### src/cpu_params.svh
`ifndef CPU_PARAMS_SVH
`define CPU_PARAMS_SVH

// Memory sizing and reset values shared by the pipeline and its testbench

// Instruction memory word address width
// 256 words of program space
`define CPU_IMEM_AW 8

// Data memory word address width
// Byte address bits above this range are ignored
`define CPU_DMEM_AW 8

// First fetch address after reset
`define CPU_RESET_PC 32'h0000_0000

`endif

### src/cpu_pkg.sv
`default_nettype none

package cpu_pkg;

   ////////////////////////////////////////////////////////////////////////////
   // Instruction encodings
   ////////////////////////////////////////////////////////////////////////////

   // Primary opcode field
   typedef enum logic [5:0] {
      R    = 6'h00,
      J    = 6'h02,
      JAL  = 6'h03,
      BEQ  = 6'h04,
      ADDI = 6'h08,
      LW   = 6'h23,
      SW   = 6'h2b
   } opcodeE;

   // ALU control codes
   typedef enum logic [2:0] {
      AND = 3'd0,
      OR  = 3'd1,
      ADD = 3'd2,
      SUB = 3'd6,
      SLT = 3'd7
   } aluOpE;

   typedef struct packed {
      opcodeE     opcode;
      logic [4:0] rs;
      logic [4:0] rt;
      logic [4:0] rd;
      logic [4:0] shamt;
      logic [5:0] funct;
   } rFieldsS;

   typedef struct packed {
      opcodeE      opcode;
      logic [4:0]  rs;
      logic [4:0]  rt;
      logic [15:0] imm;
   } iFieldsS;

   // Same instruction word seen as register or immediate format
   typedef union packed {
      rFieldsS r;
      iFieldsS i;
   } instrU;

   ////////////////////////////////////////////////////////////////////////////
   // Pipeline registers and hazard control
   ////////////////////////////////////////////////////////////////////////////

   typedef struct packed {
      logic       regWrite;
      logic       memToReg;
      logic       memWrite;
      logic       aluSrc;
      // 0 selects rt, 1 selects rd, 2 selects the link register
      logic [1:0] regDst;
      aluOpE      aluOp;
      logic       jumpLink;
   } ctrlS;

   typedef struct packed {
      instrU       instr;
      logic [31:0] pcPlus4;
   } ifIdS;

   typedef struct packed {
      ctrlS        ctrl;
      logic [31:0] rd1;
      logic [31:0] rd2;
      logic [31:0] signImm;
      logic [4:0]  rs;
      logic [4:0]  rt;
      logic [4:0]  rd;
      logic [31:0] pcPlus4;
   } idExS;

   typedef struct packed {
      logic        regWrite;
      logic        memToReg;
      logic        memWrite;
      logic        jumpLink;
      logic [31:0] aluOut;
      logic [31:0] writeData;
      logic [4:0]  writeReg;
      logic [31:0] pcPlus4;
   } exMemS;

   typedef struct packed {
      logic        regWrite;
      logic        memToReg;
      logic        jumpLink;
      logic [31:0] readData;
      logic [31:0] aluOut;
      logic [4:0]  writeReg;
      logic [31:0] pcPlus4;
   } memWbS;

   typedef enum logic [1:0] {
      NONE     = 2'b00,
      FROM_WB  = 2'b01,
      FROM_MEM = 2'b10
   } fwdSelE;

   typedef struct packed {
      logic   stallF;
      logic   stallD;
      logic   flushE;
      logic   forwardAD;
      logic   forwardBD;
      fwdSelE forwardAE;
      fwdSelE forwardBE;
   } hazardS;

   // Destination register of an instruction in execute
   function automatic logic [4:0] destReg(input logic [4:0] rt, input logic [4:0] rd,
                                          input logic [1:0] regDst);
      case (regDst)
         2'd0:    return rt;
         2'd1:    return rd;
         default: return 5'd31;
      endcase
   endfunction

endpackage

`default_nettype wire

### src/decodeStage.sv
`timescale 1ns/1ps
`default_nettype none

module decodeStage (
   input  logic             clk,
   input  logic             rst,
   input  cpu_pkg::ifIdS    ifId,
   input  cpu_pkg::hazardS  hz,
   input  logic [31:0]      memFwd,
   input  logic [4:0]       wbReg,
   input  logic [31:0]      wbData,
   input  logic             wbWe,
   output logic             pcSrc,
   output logic [31:0]      pcTarget,
   output cpu_pkg::idExS    idEx
);

   logic [31:0] rf [32];

   cpu_pkg::ctrlS ctrlD;
   logic          branchD;
   logic          jumpD;
   logic [31:0]   rd1;
   logic [31:0]   rd2;
   logic [31:0]   cmpA;
   logic [31:0]   cmpB;
   logic [31:0]   signImm;

   ////////////////////////////////////////////////////////////////////////////
   // Control decode
   ////////////////////////////////////////////////////////////////////////////

   always_comb begin
      ctrlD   = '0;
      branchD = 1'b0;
      jumpD   = 1'b0;
      case (ifId.instr.r.opcode)
         cpu_pkg::R: begin
            ctrlD.regWrite = 1'b1;
            ctrlD.regDst   = 2'd1;
            case (ifId.instr.r.funct)
               6'h20:   ctrlD.aluOp = cpu_pkg::ADD;
               6'h22:   ctrlD.aluOp = cpu_pkg::SUB;
               6'h24:   ctrlD.aluOp = cpu_pkg::AND;
               6'h25:   ctrlD.aluOp = cpu_pkg::OR;
               6'h2a:   ctrlD.aluOp = cpu_pkg::SLT;
               // Unknown funct behaves as a nop
               default: ctrlD.regWrite = 1'b0;
            endcase
         end
         cpu_pkg::ADDI: begin
            ctrlD.regWrite = 1'b1;
            ctrlD.aluSrc   = 1'b1;
            ctrlD.aluOp    = cpu_pkg::ADD;
         end
         cpu_pkg::LW: begin
            ctrlD.regWrite = 1'b1;
            ctrlD.memToReg = 1'b1;
            ctrlD.aluSrc   = 1'b1;
            ctrlD.aluOp    = cpu_pkg::ADD;
         end
         cpu_pkg::SW: begin
            ctrlD.memWrite = 1'b1;
            ctrlD.aluSrc   = 1'b1;
            ctrlD.aluOp    = cpu_pkg::ADD;
         end
         cpu_pkg::BEQ: branchD = 1'b1;
         cpu_pkg::J:   jumpD = 1'b1;
         cpu_pkg::JAL: begin
            jumpD          = 1'b1;
            ctrlD.regWrite = 1'b1;
            ctrlD.regDst   = 2'd2;
            ctrlD.jumpLink = 1'b1;
         end
         default: ;
      endcase
   end

   ////////////////////////////////////////////////////////////////////////////
   // Register file
   ////////////////////////////////////////////////////////////////////////////

   always_ff @(posedge clk) begin
      if (wbWe) begin
         rf[wbReg] <= wbData;
      end
   end

   // Write-then-read within one cycle through the bypass
   function automatic logic [31:0] readReg(input logic [4:0] addr);
      if (addr == 5'd0) begin
         return 32'd0;
      end else if (wbWe && (addr == wbReg)) begin
         return wbData;
      end
      return rf[addr];
   endfunction

   assign rd1 = readReg(ifId.instr.r.rs);
   assign rd2 = readReg(ifId.instr.r.rt);

   assign signImm = {{16{ifId.instr.i.imm[15]}}, ifId.instr.i.imm};

   // Early branch resolution
   assign cmpA  = hz.forwardAD ? memFwd : rd1;
   assign cmpB  = hz.forwardBD ? memFwd : rd2;
   assign pcSrc = ((branchD && (cmpA == cmpB)) || jumpD) && !hz.stallD;

   assign pcTarget = jumpD ? {ifId.pcPlus4[31:28], ifId.instr.i.rs, ifId.instr.i.rt,
                              ifId.instr.i.imm, 2'b00}
                           : ifId.pcPlus4 + {signImm[29:0], 2'b00};

   // ID/EX register
   always_ff @(posedge clk) begin
      if (rst || hz.flushE) begin
         idEx <= '0;
      end else begin
         idEx.ctrl    <= ctrlD;
         idEx.rd1     <= rd1;
         idEx.rd2     <= rd2;
         idEx.signImm <= signImm;
         idEx.rs      <= ifId.instr.r.rs;
         idEx.rt      <= ifId.instr.r.rt;
         idEx.rd      <= ifId.instr.r.rd;
         idEx.pcPlus4 <= ifId.pcPlus4;
      end
   end

endmodule

`default_nettype wire

### config.mk
export PLATFORM = sky130hd
export DESIGN_NAME = decodeStage
export DESIGN_NICKNAME = d
export VERILOG_FILES = /design/src/cpu_params.svh /design/src/cpu_pkg.sv /design/src/decodeStage.sv
export SDC_FILE = /design/constraint.sdc
export NUM_CORES = 1
export LEC_CHECK = 0
export BUFFER_PORTS_ARGS = -buffer_cell sky130_fd_sc_hd__buf_2
export CAP_MARGIN = 10
export CORE_MARGIN = 4
export CORE_UTILIZATION = 50
export CTS_CLUSTER_SIZE = 14
export DETAILED_ROUTE_END_ITERATION = 6
export PLACE_DENSITY = 0.67
export SLEW_MARGIN = 20
export SYNTH_ARGS = -nofsm -noshare
export SYNTH_HDL_FRONTEND = slang
export SYNTH_SLANG_ARGS = --single-unit
### constraint.sdc
create_clock -name clk -period 4.8 [get_ports clk]
set_input_delay 0.72 -clock clk [delete_from_list [all_inputs] [get_ports clk]]
set_output_delay 0.72 -clock clk [all_outputs]
set_load 0.05 [all_outputs]
; Word level (Yosys, flattened, before mapping)
; Memory sizes are Yosys's and may differ from the RTL's.
; Index checks and enable logic that the tools add are counted.
[totals]
regBits = 137
mem_bits_rw = 1024
input_bits = 145
out_inout_bits = 186
elab_cells = 70
memories = 1
[memory_table]
columns = name, depth, width, rd, rd_ports_with_merged_regs, wr, line
row1 = rf, 32, 32, 2, 0, 1, decodeStage.sv:18  ; logic [31:0] rf [32];
[op_classes]
addsub = 1
n_eq_ne = 14
mux = 26
n_reduce_logical = 14
[op_table]
columns = cell, count
row1 = 32-bit 2-to-1 mux, 9
row2 = "6-bit == test, second input constant", 7
row3 = 32-bit adder, 1
row4 = 32-bit == test, 1
row5 = 1-bit 2-to-1 mux, 13
row6 = "6-bit by 2-bit == test with 1-bit output, second input constant", 2
row7 = 3-bit one-hot mux with 4 select lines, 1
row8 = 5-bit == test, 2
row9 = 5-bit logical NOT, 2
row10 = "6-bit by 3-bit == test with 1-bit output, second input constant", 1
row11 = "6-bit by 4-bit == test with 1-bit output, second input constant", 1
row12 = 6-bit logical NOT, 1
row13 = 3-bit one-hot mux with 2 select lines, 1
row14 = 3-bit OR reduction, 2
row15 = 5-bit OR reduction, 1
row16 = 1-bit logical AND, 4
row17 = 2-bit one-hot mux with 2 select lines, 1
row18 = 1-bit logical OR, 2
row19 = 1-bit one-hot mux with 2 select lines, 1
row20 = 2-bit OR reduction, 1
row21 = 1-bit logical NOT, 1

; Logic depth before layout (Yosys ltp)
[logic_depth]
depth_word = 10
ltp_mapped = 17
depth_no_buf = 14

; Least setup slack after synthesis
; OpenSTA, ideal clock, no wires.
[synth_timing]
path_type = input to output
from = in ifId[2] (netlist name)
to = out pcTarget[30]
t_arrival_ns = 3.997
t_required_ns = 4.080
path_slack_ns = 0.083
cell_stages = 14
n_path_buf = 0
cell_sequence = ha_1 -> inv_1 -> fa_1 -> nor2b_1 -> o21a_1 -> o21ai_0 -> a21o_1 -> a211oi_1 -> or3_1 -> a31oi_1 -> o21ai_0 -> a31oi_1 -> xor2_1 -> o21ai_0
[synth_between]
elab_chain_cells = 2
[synth_rtl]
columns = item, line
row1 = "start, declared", decodeStage.sv:7  ; input cpu_pkg::ifIdS ifId,
row2 = 32-bit adder, decodeStage.sv:111  ; : ifId.pcPlus4 + {signImm[29:0], 2'b00};
row3 = 32-bit 2-to-1 mux, decodeStage.sv:109  ; assign pcTarget = jumpD ? {ifId.pcPlus4[31:28], ifId.instr.i.rs, ifId.instr.i.rt,
row4 = "end, declared", decodeStage.sv:14  ; output logic [31:0] pcTarget,
; No other way between the ends.

; Worst setup path after layout
[layout_timing]
from = in ifId[53] (netlist name)
to = out pcSrc
[layout_between]
elab_chain_cells = 10
word_cells_on_any_way = 13
classes_between = eq/ne (2) / mux (5) / reduce/logical (5) / memory (1)
[layout_rtl]
columns = item, line
row1 = branches (longest 4 deep; another with memory 32 x 32 bit), -
row2 = 32-bit 2-to-1 mux (*), decodeStage.sv:96  ; return rf[addr];
row3 = 32-bit 2-to-1 mux (*), decodeStage.sv:105  ; assign cmpA = hz.forwardAD ? memFwd : rd1;
row4 = 32-bit == test (*), decodeStage.sv:107  ; assign pcSrc = ((branchD && (cmpA == cmpB)) || jumpD) && !hz.stallD;
row5 = 1-bit logical AND (*), decodeStage.sv:107
row6 = 1-bit logical OR (*), decodeStage.sv:107
row7 = 1-bit logical AND (*), decodeStage.sv:107
row8 = "end, declared", decodeStage.sv:13  ; output logic pcSrc,
; Mark *: on every way between the ends.

==> results.txt <==
Yosys top cell area share -> 55.03%
Critical path launch point type -> input port
Top FF cell, synth -> edfxtp_1
Largest cells by area after synthesis -> edfxtp_1 55%, mux4_2 17%, dfxtp_1 4.7%
Worst R2R Setup Slack -> 2110 ps
Peak supply drop -> 0.3202 mV
EDFF count, synth -> 1,024
Max Fclk -> 197.0 MHz
# rows -> 122
Yosys cell types -> 92
DIE WIDTH -> 342.3 um
Core area -> 110,800 um2
Worst-path clk slew -> 60 ps
HP Class -> input port to register
Worst-margin pin slew -> 1051 ps
TritonCTS Buffers -> 119
Crit Path Class -> input port to output pin
Drt initial violations -> 6,352
Synth Cell Area -> 55,880 um2
Post-route minimum period -> 5077 ps
Layout cell share with drive strength beyond 1 -> 40.92%
Routed Antenna Nets -> 0
Total gr overflow -> 0
Fin. Hold Viols -> 0
CTS tree -> built
Synth area leader -> edfxtp_1
H-tree depth -> 3
Setup TNS -> -277.3 ps
CP arrival -> 4360 ps
Slew Limit Headroom -> 29.39%
Worst slack at placement -> -709.7 ps
Most numerous cell in the Yosys netlist -> edfxtp_1
Worst clock skew -> 28.30 ps
Clock Latency Late Sink -> 740 ps
Global-route usage over all layers -> 38.04%
Dpl cells -> 5,720
Placer Congestion -> 1.028
First-pass GRT wire length -> 308.8 mm
Avg Vias per Cell -> 6.939
Syn Nets -> 3,681
FILL cells -> 8,031
Pre-antenna DRT Iters -> 7
Final WL -> 226.9 mm
#FFs+latches synth -> 1,156
Initial antenna violation count -> 15
Nature of the critical path endpoint -> output pin
Initial Util -> 50.42%
Req. time, crit path -> 4080 ps
Final period util -> 105.8%
Non-Filler Instances -> 6,025
Max Slew Vio Count -> 0
Nets@finish -> 4,599
Synth cell count leaders -> 1,024 x edfxtp_1, 413 x mux4_2, 240 x mux2i_1, 184 x nor2_1, 164 x a22oi_1
RSZ-0062 raised after global routing -> yes
Status -> complete, but fails checks
TritonCTS Sinks -> 1,156
Synth Warn # -> 0
Layout area overhead -> 25.46%
Avg Cell Area, Syn -> 15.94 um2
MaxCap Viol Count -> 0
Power Total -> 24.61 mW
Largest net degree at the start of global routing -> 61
Detailed Place HPWL -> 153.9 mm
Pleak -> 25.51 nW
Die ar. -> 117,200 um2
Root Buffer -> clkbuf_16
Violated checks -> DRC, setup timing
Cts hold-fix bufs -> 0
Pwr Density -> 351.1 nW/um2
Via count -> 41,810
Async S/R FF share, synth -> 0%
Max Root-Sink Buffers -> 3
Setup slack after layout -> -277.3 ps
PortBufs -> 325
Crit-path max FO -> 7
Die H -> 342.3 um
Synth Instances -> 3,506
Routed len/inst -> 37.66 um
Via count of the first global-routing pass -> 40,480
Seq/Total Area, Yosys -> 59.76%
DRC violations left -> 1
# setup viols final -> 1
# IOs -> 331
-- registers in the layout, summed over array words and instances, names as in the netlist --
register / cells
rf: 1024
idEx: 132
-- logic make-up (layout without fill, tap and decap cells) --
| kind of cell | after synthesis | in the layout | synth area share [%] |
|---|---|---|---|
| compound gates | 595 | 595 | 7.532 |
| xor+xnor | 90 | 90 | 1.411 |
| fa+ha+maj | 30 | 30 | 0.6852 |
| buf+inv | 303 | 1323 | 3.348 |
| flops | 1156 | 1156 | 59.76 |
| mux | 662 | 662 | 21.13 |
| other cells | 0 | 11 | 0 |
| simple gates | 670 | 670 | 6.140 |
-- final timing paths --
path	cells past startpoint	start	to
setup / recovery	18	ifId[53]	pcSrc
hold / removal	2	ifId[2]	idEx[2]$_SDFF_PP0_
setup reg to reg	7	rf[23][17]$_DFFE_PP_	idEx[128]$_SDFF_PP0_
hold reg to reg	6	rf[11][23]$_DFFE_PP_	idEx[102]$_SDFF_PP0_
-- power breakdown --
part           leakage [nW]  internal (mW)  switching (mW)  total (mW)
combinational          13.3           1.61            2.42        4.03
clock                  1.95           5.42            4.00        9.42
sequential             10.3           11.1          0.0632        11.2
total                  25.5           18.1            6.49        24.6
-- metrics by stage --
stage          hold slack [ps]  cell area, um2  utilization, %
2_1_floorplan            753.4           55880               -
3_3_place_gp             936.5           64290           58.01
3_5_place_dp             951.0           64290           58.01
4_1_cts                  185.1           69740           62.93
5_1_grt                  211.4           70080           63.24
6_report                 208.5           70100           63.26
-- cell usage in the layout (no fill, tap or decap), types with 36 or more instances in the layout --
cell          n
and2_1       68
dfxtp_1     132
xnor2_1      55
edfxtp_1   1024
nor3_1       44
nor2_4       36
nor2_1      142
buf_2       318
buf_12      107
mux4_2      413
mux2i_1     231
o21ai_0      57
nand2_1     122
buf_4       585
a22oi_1     148
nand3_1      60
a21oi_1      84
clkbuf_16   129
-- cell type report --
class / instances / area, um2 / area share, %
clock inverters: 58 / 490.5 / 0.6996
well taps: 1488 / 1862 / 2.656
diodes: 11 / 27.53 / 0.03927
inverters: 35 / 131.4 / 0.1874
clock buffers: 165 / 3478 / 4.962
flip-flops and latches: 1156 / 33390 / 47.63
repair buffers: 1065 / 9156 / 13.06
multi-input cells: 2047 / 21570 / 30.76
-- what timing repair did --
item,in CTS,in global routing
pin swaps,65,30
gates resized for setup,166,43
gates cloned,11,0
endpoints found under the hold margin,0,0
endpoints found under the setup margin,2,2
buffers inserted,46,17
-- worst max-delay path: stages --
cell       delay (ps)
buf_16            170
buf_8             160
buf_12            130
mux4_2            510
a22oi_2           220
nand4_1           280
mux2i_2           310
buf_4             200
buf_6             120
buf_6              90
xnor2_2            60
nor3_2            190
o2111ai_1         150
a22oi_1           190
nand4_1           200
o32ai_4           360
buf_6             160
buf_12            120
-- per-layer routing --
layer | up-vias | wire length (um) | global-route usage, % | part of all wire (%)
li1 | 16260 | - | - | -
met1 | 20880 | 74600 | 47.31 | 33
met2 | 3768 | 98680 | 57.13 | 43
met3 | 894 | 34810 | 12.69 | 15
met4 | 8 | 18750 | 24.97 | 8.3
met5 | - | 52 | 0 | 0.023
Note: power is estimated with default switching activity, not from simulation.
