<file path="config.mk">
export PLATFORM = sky130hd
export DESIGN_NAME = hazardUnit
export DESIGN_NICKNAME = d
export VERILOG_FILES = /design/src/cpu_params.svh /design/src/cpu_pkg.sv /design/src/hazardUnit.sv
export SDC_FILE = /design/constraint.sdc
export NUM_CORES = 1
export LEC_CHECK = 0
export ABC_AREA = 1
export BUFFER_PORTS_ARGS = -buffer_cell sky130_fd_sc_hd__buf_4
export CORE_AREA = 2 2 132 134
export DETAILED_ROUTE_END_ITERATION = 10
export DIE_AREA = 0 0 134 136
export GPL_TIMING_DRIVEN = 0
export RECOVER_POWER = 100
export SYNTH_ARGS = -nofsm -noshare
export SYNTH_HDL_FRONTEND = slang
export SYNTH_SLANG_ARGS = --single-unit
</file>
<file path="constraint.sdc">
create_clock -name vclk -period 1.8
set_input_delay 0.18 -clock vclk [all_inputs]
set_output_delay 0.18 -clock vclk [all_outputs]
set_load 0.05 [all_outputs]
</file>
<file path="src/cpu_params.svh">
`ifndef CPU_PARAMS_SVH
`define CPU_PARAMS_SVH

// Memory sizing and reset values shared by the pipeline and its testbench

// Instruction memory word address width
// 256 words of program space
`define CPU_IMEM_AW 8

// Data memory word address width
// Byte address bits above this range are ignored
`define CPU_DMEM_AW 8

// First fetch address after reset
`define CPU_RESET_PC 32'h0000_0000

`endif

</file>
<file path="src/cpu_pkg.sv">
`default_nettype none

package cpu_pkg;

   ////////////////////////////////////////////////////////////////////////////
   // Instruction encodings
   ////////////////////////////////////////////////////////////////////////////

   // Primary opcode field
   typedef enum logic [5:0] {
      R    = 6'h00,
      J    = 6'h02,
      JAL  = 6'h03,
      BEQ  = 6'h04,
      ADDI = 6'h08,
      LW   = 6'h23,
      SW   = 6'h2b
   } opcodeE;

   // ALU control codes
   typedef enum logic [2:0] {
      AND = 3'd0,
      OR  = 3'd1,
      ADD = 3'd2,
      SUB = 3'd6,
      SLT = 3'd7
   } aluOpE;

   typedef struct packed {
      opcodeE     opcode;
      logic [4:0] rs;
      logic [4:0] rt;
      logic [4:0] rd;
      logic [4:0] shamt;
      logic [5:0] funct;
   } rFieldsS;

   typedef struct packed {
      opcodeE      opcode;
      logic [4:0]  rs;
      logic [4:0]  rt;
      logic [15:0] imm;
   } iFieldsS;

   // Same instruction word seen as register or immediate format
   typedef union packed {
      rFieldsS r;
      iFieldsS i;
   } instrU;

   ////////////////////////////////////////////////////////////////////////////
   // Pipeline registers and hazard control
   ////////////////////////////////////////////////////////////////////////////

   typedef struct packed {
      logic       regWrite;
      logic       memToReg;
      logic       memWrite;
      logic       aluSrc;
      // 0 selects rt, 1 selects rd, 2 selects the link register
      logic [1:0] regDst;
      aluOpE      aluOp;
      logic       jumpLink;
   } ctrlS;

   typedef struct packed {
      instrU       instr;
      logic [31:0] pcPlus4;
   } ifIdS;

   typedef struct packed {
      ctrlS        ctrl;
      logic [31:0] rd1;
      logic [31:0] rd2;
      logic [31:0] signImm;
      logic [4:0]  rs;
      logic [4:0]  rt;
      logic [4:0]  rd;
      logic [31:0] pcPlus4;
   } idExS;

   typedef struct packed {
      logic        regWrite;
      logic        memToReg;
      logic        memWrite;
      logic        jumpLink;
      logic [31:0] aluOut;
      logic [31:0] writeData;
      logic [4:0]  writeReg;
      logic [31:0] pcPlus4;
   } exMemS;

   typedef struct packed {
      logic        regWrite;
      logic        memToReg;
      logic        jumpLink;
      logic [31:0] readData;
      logic [31:0] aluOut;
      logic [4:0]  writeReg;
      logic [31:0] pcPlus4;
   } memWbS;

   typedef enum logic [1:0] {
      NONE     = 2'b00,
      FROM_WB  = 2'b01,
      FROM_MEM = 2'b10
   } fwdSelE;

   typedef struct packed {
      logic   stallF;
      logic   stallD;
      logic   flushE;
      logic   forwardAD;
      logic   forwardBD;
      fwdSelE forwardAE;
      fwdSelE forwardBE;
   } hazardS;

   // Destination register of an instruction in execute
   function automatic logic [4:0] destReg(input logic [4:0] rt, input logic [4:0] rd,
                                          input logic [1:0] regDst);
      case (regDst)
         2'd0:    return rt;
         2'd1:    return rd;
         default: return 5'd31;
      endcase
   endfunction

endpackage

`default_nettype wire

</file>
<file path="src/hazardUnit.sv">
`timescale 1ns/1ps
`default_nettype none

module hazardUnit (
   input  cpu_pkg::ifIdS    ifId,
   input  cpu_pkg::idExS    idEx,
   input  cpu_pkg::exMemS   exMem,
   input  logic [4:0]       wbReg,
   input  logic             wbWe,
   output cpu_pkg::hazardS  hz
);

   cpu_pkg::opcodeE opD;
   logic [4:0]      rsD;
   logic [4:0]      rtD;
   logic [4:0]      writeRegE;
   logic            useRs;
   logic            useRt;
   logic            lwStall;
   logic            branchStall;

   // Memory stage wins over writeback
   function automatic cpu_pkg::fwdSelE selFwd(input logic [4:0] src);
      if ((src != 5'd0) && exMem.regWrite && (src == exMem.writeReg)) begin
         return cpu_pkg::FROM_MEM;
      end else if (wbWe && (src == wbReg)) begin
         return cpu_pkg::FROM_WB;
      end
      return cpu_pkg::NONE;
   endfunction

   assign opD = ifId.instr.r.opcode;
   assign rsD = ifId.instr.r.rs;
   assign rtD = ifId.instr.r.rt;

   // Source operands actually read by the decode instruction
   assign useRs = opD inside {cpu_pkg::R, cpu_pkg::ADDI, cpu_pkg::LW, cpu_pkg::SW, cpu_pkg::BEQ};
   assign useRt = opD inside {cpu_pkg::R, cpu_pkg::SW, cpu_pkg::BEQ};

   assign writeRegE = cpu_pkg::destReg(idEx.rt, idEx.rd, idEx.ctrl.regDst);

   assign lwStall = idEx.ctrl.memToReg && (idEx.rt != 5'd0) &&
                    ((useRs && (rsD == idEx.rt)) || (useRt && (rtD == idEx.rt)));

   // Branch waits until its operands can come from the memory stage
   assign branchStall = (opD == cpu_pkg::BEQ) &&
      ((idEx.ctrl.regWrite && (writeRegE != 5'd0) &&
        ((rsD == writeRegE) || (rtD == writeRegE))) ||
       (exMem.memToReg && (exMem.writeReg != 5'd0) &&
        ((rsD == exMem.writeReg) || (rtD == exMem.writeReg))));

   always_comb begin
      hz.stallD    = lwStall || branchStall;
      hz.stallF    = hz.stallD;
      hz.flushE    = hz.stallD;
      hz.forwardAD = (rsD != 5'd0) && exMem.regWrite && (rsD == exMem.writeReg);
      hz.forwardBD = (rtD != 5'd0) && exMem.regWrite && (rtD == exMem.writeReg);
      hz.forwardAE = selFwd(idEx.rs);
      hz.forwardBE = selFwd(idEx.rt);
   end

endmodule

`default_nettype wire

</file>
# Word level (Yosys, flattened, before mapping)
# Cells that the tools add are included.
# Widths: inputs -> output; s select.
[word_totals] reg_bits=0 output_inout_bits=9 wordCells=60
[op_classes] eq_ne=15 muxes=11 reduce_logical=34
[op_table] cell="$eq 5x5->1" n=10
[op_table] cell="$reduce_bool 5->1" n=7
[op_table] cell="$logic_and 1x1->1" n=19
[op_table] cell="$eq 6x6->1 const B" n=2
[op_table] cell="$mux 2" n=6
[op_table] cell="$pmux 5 s2" n=1
[op_table] cell="$eq 6x3->1 const B" n=1
[op_table] cell="$eq 6x4->1 const B" n=1
[op_table] cell="$logic_not 6->1" n=1
[op_table] cell="$logic_or 1x1->1" n=5
[op_table] cell="$mux 1" n=4
[op_table] cell="$reduce_bool 3->1" n=1
[op_table] cell="$eq 2x1->1 const B" n=1
[op_table] cell="$logic_not 2->1" n=1

# Logic depth before layout (Yosys ltp)
# Gate-level depths: netlist (run 1).
[depth] ltp_word=8 depth_mapped=13 mapped_depth_nobuf=12

# Worst setup path after synthesis (run 1)
# No wires, ideal clock.
[synth_timing] path_type="input-to-output" start="input port exMem[34] (netlist bit)" end="output port hz[0] (netlist bit)" arrival_ns=2.833 required_ns=1.620 slack_ns=-1.213 cell_stages=5 cell_sequence="buf_2 > xnor2_1 > o221ai_1 > nor4_1 > nor2_1"
[synth_rtl] item="start: declaration" line="hazardUnit.sv:7" rtl="input cpu_pkg::exMemS exMem,"
[synth_rtl] item="end: declaration" line="hazardUnit.sv:10" rtl="output cpu_pkg::hazardS hz"

==> impl_metrics.py, run 1 <==
metrics = {
    "place": {
        "gp_congestion": 0.798,
        "post-dp-hpwl_mm": 4.76,
        "io_buffers": 55,
        "placed_cell_area_um2": 1700,
    },
    "drt": {
        "drtAntennaViolNets": 0,
        "drt-total-wl_mm": 5.45,
        "vias": 1424,
        "vias_per_cell": 3.04,
        "wl_met1_mm": 2.20,
        "wl_per_cell_um": 11.6,
        "drc": 0,
        "drtIter0Drc": 43,
        "highest_layer": "met3",
        "wl_met2_mm": 2.44,
        "met3_wirelength_um": 807,
        "drtPass1Iterations": 4,
    },
    "cells_and_area": {
        "fin_area_um2": 1820,
        "syn2layout_area_growth_pct": 88.2,
        "fin_util": 0.108,
        "drive_above_1_share": 0.399,
        "seq_area_um2": 0,
        "final_cell_mix": "buf_4 (51), nand2_1 (29), inv_1 (23)",
        "clkbuf_count": 0,
        "seq_cell_count": 0,
        "n_fill_cell": 1971,
        "diodes": 0,
        "final_common_cell": "buf_4",
        "multi_input_area_um2": 927,
        "nets": 573,
    },
    "flow_run": {
        "maxCapViolCount": 0,
    },
    "setup_path": {
        "worstPathRequired_ns": 1.62,
        "crit_type": "input pin to output pin",
        "cp_max_fo": 5,
        "startpoint_type": "input pin",
        "worstSetupEndpointType": "output pin",
        "cp.arrival_ns": 1.58,
    },
    "synth": {
        "syn_area_um2": 968,
        "syn_avg_cell_area_um2": 5.29,
        "synth_cell_types": 26,
        "syn_inst": 183,
        "ys_warn_count": 0,
        "ys_seq_area_frac": 0,
        "synth_nets": 511,
    },
    "clocking": {
        "ctsHoldBuffers": 0,
    },
    "power_and_ir_drop": {
        "p_int_w": 0.000161,
        "seq_power_share": 0,
        "p_leak_nw": 0.811,
        "switching_share": 0.550,
        "switchingPower_w": 0.000197,
        "clkPwrFrac": 0,
        "combPwrFrac": 1.000,
        "powerDensity_nw_per_um2": 197,
        "vdd_drop_max_mv": 0.0441,
    },
    "grt": {
        "grt_remaining_overflow": 0,
        "antenna_found_initial": 0,
        "grt_use_total": 0.0551,
        "grt_max_degree": 8,
        "grt_pass1_wl_mm": 7.58,
        "grt_pass1_vias": 1292,
    },
    "worst_hold_path": {
        "hold_path.class": "input pin to output pin",
        "holdPathStages": 4,
        "hold_path.startpoint": "wbWe",
        "holdPathEnd": "hz[0]",
    },
    "timing": {
        "setup_viol": 0,
        "worst_pin_slew_ns": 0.353,
        "clock.fmax_ghz": 0.568,
        "slew_violations": 0,
        "period_needed_ns": 1.76,
        "hold_violations": 0,
        "period_share": 0.979,
        "grt_setup_unrepaired": "yes",
        "relSlewSlack": 0.762,
    },
    "die": {
        "die_area_um2": 18200,
        "initial_utilization": 0.0574,
        "boundaryPins": 337,
        "die_y_um": 136,
        "row_count": 48,
        "fp.dieW_um": 134,
        "fp.coreArea_um2": 16900,
    },
    "outcome": {
        "status": "complete, no violations",
    },
}
[final cells by class]
cell class	count	area share
Tap cell	225	0.154
Timing Repair Buffer	60	0.258
Inverter	28	0.0618
Buffer	4	0.0172
Multi-Input combinational cell	151	0.509
[power groups by stage]
stage	sequential (W)	combinational [W]	clock (W)
CTS	0	0.000332	0
finish	0	0.000359	0
floorplan	0	0.000169	0
detailed placement	0	0.000330	0
global route	0	0.000391	0
global placement	0	0.000327	0
[how the worst max path moves through the flow]
stage / startpoint / to / slack, ns
3_5_place_dp: idEx[148] / hz[7] / -0.06
3_3_place_gp: idEx[148] / hz[7] / -0.04
6_report: idEx[148] / hz[7] / 0.04
5_1_grt: idEx[148] / hz[7] / -0.02
2_1_floorplan: exMem[34] / hz[0] / -0.07
4_1_cts: idEx[147] / hz[7] / 0.02
[synthesized netlist by cell type]
library cell,instances,share of area
nand3b_1,7,0.054
a211oi_1,1,0.0078
xnor2_1,4,0.036
buf_2,1,0.0052
a311oi_1,2,0.018
nor2_4,1,0.012
o21a_1,1,0.0078
clkbuf_1,1,0.0039
nor3_1,8,0.041
or2_2,2,0.013
xor2_1,13,0.12
nand2_2,7,0.045
o221ai_1,2,0.018
o22ai_1,8,0.052
nand2_1,40,0.16
o21ai_0,5,0.026
nor2_1,16,0.062
nand4_1,4,0.026
nand3_1,18,0.093
inv_2,2,0.0078
a21oi_1,6,0.031
inv_1,26,0.10
buf_4,2,0.015
nor4_1,1,0.0065
o2111ai_1,3,0.027
a221oi_1,2,0.018
[routing by layer]
| metal | global-route usage | vias up |
|---|---|---|
| li1 | - | 742 |
| met1 | 0.0712 | 621 |
| met2 | 0.0863 | 61 |
| met3 | 0.0291 | 0 |
| met4 | 0.000591 | 0 |
| met5 | 0 | - |
[logic make-up (layout without fill, tap and decap cells)]
family                 count (synthesis)  count (layout)  share of synthesized area
AO/OA/AOI/OAI                         30              30                      0.205
buffers and inverters                 32              92                      0.133
XOR/XNOR                              17              17                      0.154
AND/OR/NAND/NOR                      104             104                      0.508
[through the flow]
stage / instances / power (W) / setup TNS, ns / setup slack, ns / hold slack, ns
floorplan: 183 / 0.000169 / -0.0750 / -0.0750 / 0.587
global placement: 463 / 0.000327 / -0.0884 / -0.0444 / 0.829
detailed placement: 463 / 0.000330 / -0.129 / -0.0647 / 0.836
CTS: 463 / 0.000332 / 0 / 0.0173 / 0.817
global route: 468 / 0.000391 / -0.0440 / -0.0226 / 0.855
finish: 468 / 0.000359 / 0 / 0.0385 / 0.828
[critical path: stages]
cell	delay, ns
buf_8	0.10
nor2_4	0.19
nand2_2	0.11
nand3_2	0.08
nand2_2	0.06
nor2_4	0.12
nand3_2	0.09
nand2_2	0.07
nand2_2	0.06
nand2_2	0.10
nand2_2	0.08
nand2_4	0.09
buf_6	0.10
buf_8	0.13
[repair_timing]
| action | in CTS | in global routing |
|---|---|---|
| pin swaps | 1 | 20 |
| resized for setup | 5 | 26 |
| setup endpoints to repair | 2 | 3 |
| buffers inserted | 0 | 5 |
Note: power is estimated with default switching activity, not from simulation.
==> run 2, diff against run 1 <==
ABC_AREA = default   (was 1)
CORE_AREA = 2 2 131 133   (was 2 2 132 134)
DIE_AREA = 0 0 133 135   (was 0 0 134 136)
==> run 2 against run 1 <==
The flow now finishes with violations (setup timing). Synthesized cell count is 26% lower. Synthesized area is 1.9% lower. Combinational power decreased by 1%. Critical path depth down 6. Non-clock buffer count down 1. Worst setup slack got worse by 0.36 ns. Count of clock-buffer cells in the layout is the same. Sequential share of layout area unchanged. Power fell by 1.3%. Core utilization down 0.26 points. Global-route usage down 0.056 points. Largest cell class unchanged.
==> impl_metrics.py, run 2 <==
metrics = {
    "outcome": {
        "status": "finished, violations left",
        "violations": "setup timing",
    },
    "drt": {
        "drtPass1Iterations": 4,
        "vias": 1203,
        "drtIter0Drc": 42,
        "drtAntennaViolNets": 0,
        "vias_per_cell": 2.98,
        "drt-total-wl_mm": 5.36,
        "wl_per_cell_um": 13.3,
        "drc": 0,
    },
    "timing": {
        "setup_ws_ns": -0.322,
        "clock.fmax_ghz": 0.471,
        "slew_violations": 0,
        "grt_setup_unrepaired": "yes",
        "setup_viol": 3,
        "hold_ws_ns": 0.794,
        "hold_violations": 0,
        "worst_pin_slew_ns": 0.481,
        "relSlewSlack": 0.679,
        "tns_ns": -0.907,
        "period_share": 1.18,
        "period_needed_ns": 2.12,
    },
    "cells_and_area": {
        "seq_cell_count": 0,
        "clkbuf_count": 0,
        "diodes": 0,
        "nets": 514,
        "multi_input_area_um2": 958,
        "n_fill_cell": 1896,
        "final_cell_mix": "buf_4 (44), xnor2_1 (22), nor3_1 (16), xor2_1 (16), o21a_1 (10)",
        "seq_area_um2": 0,
        "final_common_cell": "buf_4",
        "syn2layout_area_growth_pct": 82.2,
        "drive_above_1_share": 0.429,
    },
    "die": {
        "fp.coreArea_um2": 16400,
        "row_count": 47,
        "die_y_um": 135,
        "initial_utilization": 0.0579,
        "fp.dieW_um": 133,
        "die_area_um2": 18000,
        "boundaryPins": 337,
    },
    "grt": {
        "grt_pass1_vias": 1139,
        "grt_max_degree": 11,
        "grt_remaining_overflow": 0,
        "grt_pass1_wl_mm": 7.36,
        "antenna_found_initial": 0,
        "grt_use_total": 0.0545,
    },
    "setup_path": {
        "critPathCapture": "hz[7]",
        "startpoint_type": "input pin",
        "cp.arrival_ns": 1.94,
        "setup.worst_path.start": "idEx[41]",
        "worstSetupEndpointType": "output pin",
        "path_cells": "buf_4, mux2_4, o21a_1, o22ai_2, nor4_2, or4_4, buf_8, buf_8",
        "cpMostUsedCell": "buf_8",
        "cp_max_fo": 6,
        "cp_slowest_cell": "or4_4",
        "worstPathRequired_ns": 1.62,
        "crit_type": "input pin to output pin",
        "critPathMaxStageDelay_ns": 0.53,
    },
    "power_and_ir_drop": {
        "powerDensity_nw_per_um2": 204,
        "power.total_w": 0.000354,
        "p_leak_nw": 0.608,
        "vdd_drop_max_mv": 0.119,
    },
    "clocking": {
        "ctsHoldBuffers": 0,
    },
    "synth": {
        "synth_nets": 464,
        "synth_top_cell_area_share": 0.203,
        "yosysMostFrequentCell": "xnor2_1",
        "synth_cell_types": 29,
        "syn_area_um2": 950,
        "ys_seq_area_frac": 0,
        "synth_common_cells": "xnor2_1 (22), nor3_1 (17), xor2_1 (16), o21a_1 (10), nor4_1 (9)",
        "syn_inst": 136,
        "syn_avg_cell_area_um2": 6.98,
        "ys_warn_count": 0,
        "synth_area_leaders": "xnor2_1 (20%), xor2_1 (15%), nor3_1 (9.0%), o21a_1 (7.9%), nor4_1 (5.9%)",
        "synth_top_area_cell": "xnor2_1",
    },
    "flow_run": {
        "maxCapViolCount": 0,
    },
    "worst_hold_path": {
        "hold_path.class": "input pin to output pin",
    },
    "place": {
        "io_buffers": 46,
        "gp_congestion": 0.849,
        "post-dp-hpwl_mm": 4.51,
        "post-place-ws_ns": -0.377,
    },
}
run 2: cell types whose count changed in the layout (fill, tap and decap cells not counted), sizes merged, moves of 10 or more:
cell | before | now
nand2 | 47 | 2
inv | 26 | 0
nor3 | 8 | 18
xnor2 | 4 | 22
nor2 | 17 | 6
nand3 | 18 | 6
run 2: layout make-up:
type,instances,area share
multi-input combinational,121,0.554
timing repair buffer,48,0.210
tap,220,0.159
buffer,15,0.0766
run 2: timing repair:
action                                  CTS  global route
gates resized for setup                  13            14
pin swaps                                 3             3
endpoints found under the setup margin    3             3
buffers inserted                          2             0
run 2: layer usage:
| metal | GRT usage | routed length (um) | vias to the layer above |
|---|---|---|---|
| met2 | 0.0774 | 2130 | 57 |
| met3 | 0.00563 | 325 | 2 |
| met4 | 0 | 18 | 0 |
| met1 | 0.0910 | 2880 | 553 |
| met5 | 0 | 0 | - |
| li1 | - | - | 591 |
run 2: logic make-up (layout without fill, tap and decap cells):
family,Yosys count,count (layout),synth area share
xor+xnor,38,38,0.350
compound gates,26,26,0.182
mux,5,5,0.0632
buf+inv,15,63,0.0909
simple gates,52,52,0.314
run 2: critical path: cells and delay by family:
kind / cells / cell delay, ns
AO/OA/AOI/OAI: 2 / 0.40
buffers and inverters: 3 / 0.44
AND/OR/NAND/NOR: 2 / 0.60
multiplexers: 1 / 0.32
run 2: report_power, final:
group / switching, W / internal [W]
clock network: 0 / 0
registers: 0 / 0
logic: 0.000178 / 0.000175
total: 0.000178 / 0.000175
run 2: worst min-delay path by stage:
stage | startpoint | to | slack, ns | depth (start not counted)
6_report | wbWe | hz[2] | 0.79 | 4
5_1_grt | wbWe | hz[2] | 0.83 | 4
4_1_cts | exMem[104] | hz[4] | 0.80 | 4
3_5_place_dp | exMem[104] | hz[4] | 0.80 | 4
3_3_place_gp | exMem[104] | hz[3] | 0.80 | 4
2_1_floorplan | exMem[104] | hz[3] | 0.53 | 2
run 2: stage by stage:
stage	util	cells	cell area (um2)
after floorplan	-	136	1000
after global placement	0.0990	402	1620
after detailed placement	0.0990	402	1620
after CTS	0.103	404	1680
after global routing	0.105	404	1730
final	0.105	404	1730
==> run 3, diff against run 2 <==
BUFFER_PORTS_ARGS = default   (was -buffer_cell sky130_fd_sc_hd__buf_4)
DONT_BUFFER_PORTS = 1   (was default)
==> run 3 against run 2 <==
The run still ends with setup timing left. Worst hold slack worse by 0.24 ns. Critical path depth down 1. Combinational power shrank 33%. Count of clock-buffer cells in the layout unchanged. Core utilization down 2.3 points. Die area stayed put. Design area decreased by 22%. Via count shrank 13%. Final cell count down 11%. Worst setup slack improved by 0.0036 ns. Non-clock buffer count fell by 46. Largest cell class unchanged. Largest power group unchanged.
==> impl_metrics.py, run 3 (same netlist as run 2, synthesis figures left out) <==
metrics = {
    "outcome": {
        "status": "finished, violations left",
        "violations": "setup timing",
    },
    "cells_and_area": {
        "fin_area_um2": 1360,
        "clkbuf_count": 0,
        "diodes": 0,
        "nets": 468,
        "final_cell_mix": "xnor2_1 (22), xor2_1 (16), nor3_1 (15)",
        "final_common_cell": "xnor2_1",
        "drive_above_1_share": 0.203,
        "seq_cell_count": 0,
        "seq_area_um2": 0,
        "syn2layout_area_growth_pct": 42.8,
    },
    "setup_path": {
        "cp_slowest_cell": "or4_4",
        "worstPathRequired_ns": 1.62,
        "cp_top_family": "simple AND/OR/NAND/NOR gates",
        "cp.arrival_ns": 1.94,
        "critPathMaxStageDelay_ns": 0.63,
        "crit_type": "input pin to output pin",
        "startpoint_type": "input pin",
        "cp_max_fo": 8,
        "path_cells": "buf_2, mux2_2, o21a_1, o22ai_1, nor4_1, or4_4, buf_8",
        "worstSetupEndpointType": "output pin",
        "cp.buffers_inverters": 2,
    },
    "worst_hold_path": {
        "hold_path.class": "input pin to output pin",
        "holdPathStages": 2,
        "holdPathEnd": "hz[1]",
        "hold_path.startpoint": "exMem[104]",
    },
    "timing": {
        "hold_ws_ns": 0.557,
        "hold_violations": 0,
        "worst_pin_slew_ns": 0.699,
        "setup_ws_ns": -0.319,
        "grt_setup_unrepaired": "yes",
        "period_share": 1.18,
        "slew_violations": 0,
        "clock.fmax_ghz": 0.472,
        "period_needed_ns": 2.12,
        "relSlewSlack": 0.533,
        "tns_ns": -0.744,
        "setup_viol": 3,
    },
    "die": {
        "fp.dieW_um": 133,
        "die_area_um2": 18000,
        "boundaryPins": 337,
        "die_y_um": 135,
        "row_count": 47,
        "fp.coreArea_um2": 16400,
        "initial_utilization": 0.0579,
    },
    "drt": {
        "vias_per_cell": 2.92,
        "wl_per_cell_um": 14.5,
        "drtAntennaViolNets": 0,
        "vias": 1044,
        "drt-total-wl_mm": 5.18,
        "drc": 0,
        "drtIter0Drc": 55,
        "drtPass1Iterations": 4,
    },
    "place": {
        "placed_cell_area_um2": 1280,
        "io_buffers": 0,
        "post-place-ws_ns": -0.455,
        "gp_congestion": 0.712,
        "post-dp-hpwl_mm": 4.51,
    },
    "grt": {
        "grt_pass1_wl_mm": 7.51,
        "antenna_found_initial": 1,
        "grt_remaining_overflow": 0,
        "grt_use_total": 0.0570,
        "grt_max_degree": 11,
        "grt_pass1_vias": 1032,
    },
    "clocking": {
        "ctsHoldBuffers": 0,
    },
    "flow_run": {
        "maxCapViolCount": 0,
    },
    "power_and_ir_drop": {
        "vdd_drop_max_mv": 0.0977,
        "powerDensity_nw_per_um2": 174,
        "p_leak_nw": 0.365,
    },
}
-- run 3: cell types whose count changed in the layout (fill, tap and decap cells not counted), moves of 2 or more --
cell	delta
buf_4	-41
buf_6	-2
clkbuf_4	-2
nor2_1	-3
nor2_4	+2
nor4_1	+2
o22ai_1	+3
o22ai_2	-3
-- run 3: routing by layer --
layer  share of wire  vias to the layer above  global-route usage
li1                -                      502                   -
met1            0.52                      487              0.0908
met2            0.38                       55              0.0766
met3            0.11                        0              0.0188
met4               0                        0                   0
met5               0                        -                   0
-- run 3: cell type report --
type / instances / area, um2
Fill cell: 1927 / 15100
Tap cell: 220 / 275
Timing Repair Buffer: 2 / 11.3
Multi-Input combinational cell: 121 / 926
Buffer: 15 / 144
-- run 3: how the worst max path moves through the flow --
stage	startpoint	to	slack [ns]	cells after the start
5_1_grt	idEx[147]	hz[7]	-0.43	7
3_5_place_dp	exMem[32]	hz[2]	-0.45	5
6_report	idEx[37]	hz[7]	-0.32	7
3_3_place_gp	exMem[32]	hz[2]	-0.44	5
2_1_floorplan	exMem[33]	hz[8]	-0.24	6
4_1_cts	idEx[147]	hz[7]	-0.33	7
-- run 3: report_power, final --
part | leakage (nW) | internal (W) | total (W) | switching (W)
Combinational | 0.365 | 0.000117 | 0.000236 | 0.000119
Clock | 0 | 0 | 0 | 0
Sequential | 0 | 0 | 0 | 0
-- run 3: per-stage QoR --
stage / util / total power, W / std cells
2_1_floorplan: - / 0.000187 / 136
3_5_place_dp: 0.0779 / 0.000219 / 356
3_3_place_gp: 0.0779 / 0.000215 / 356
5_1_grt: 0.0827 / 0.000260 / 358
6_report: 0.0827 / 0.000236 / 358
4_1_cts: 0.0824 / 0.000236 / 358
-- run 3: repair_timing --
| item | in CTS | in global routing |
|---|---|---|
| pin swaps | 1 | 2 |
| gates resized for setup | 16 | 3 |
| buffers inserted | 2 | 0 |
| endpoints found under the setup margin | 6 | 6 |
| hold endpoints to repair | 0 | 0 |
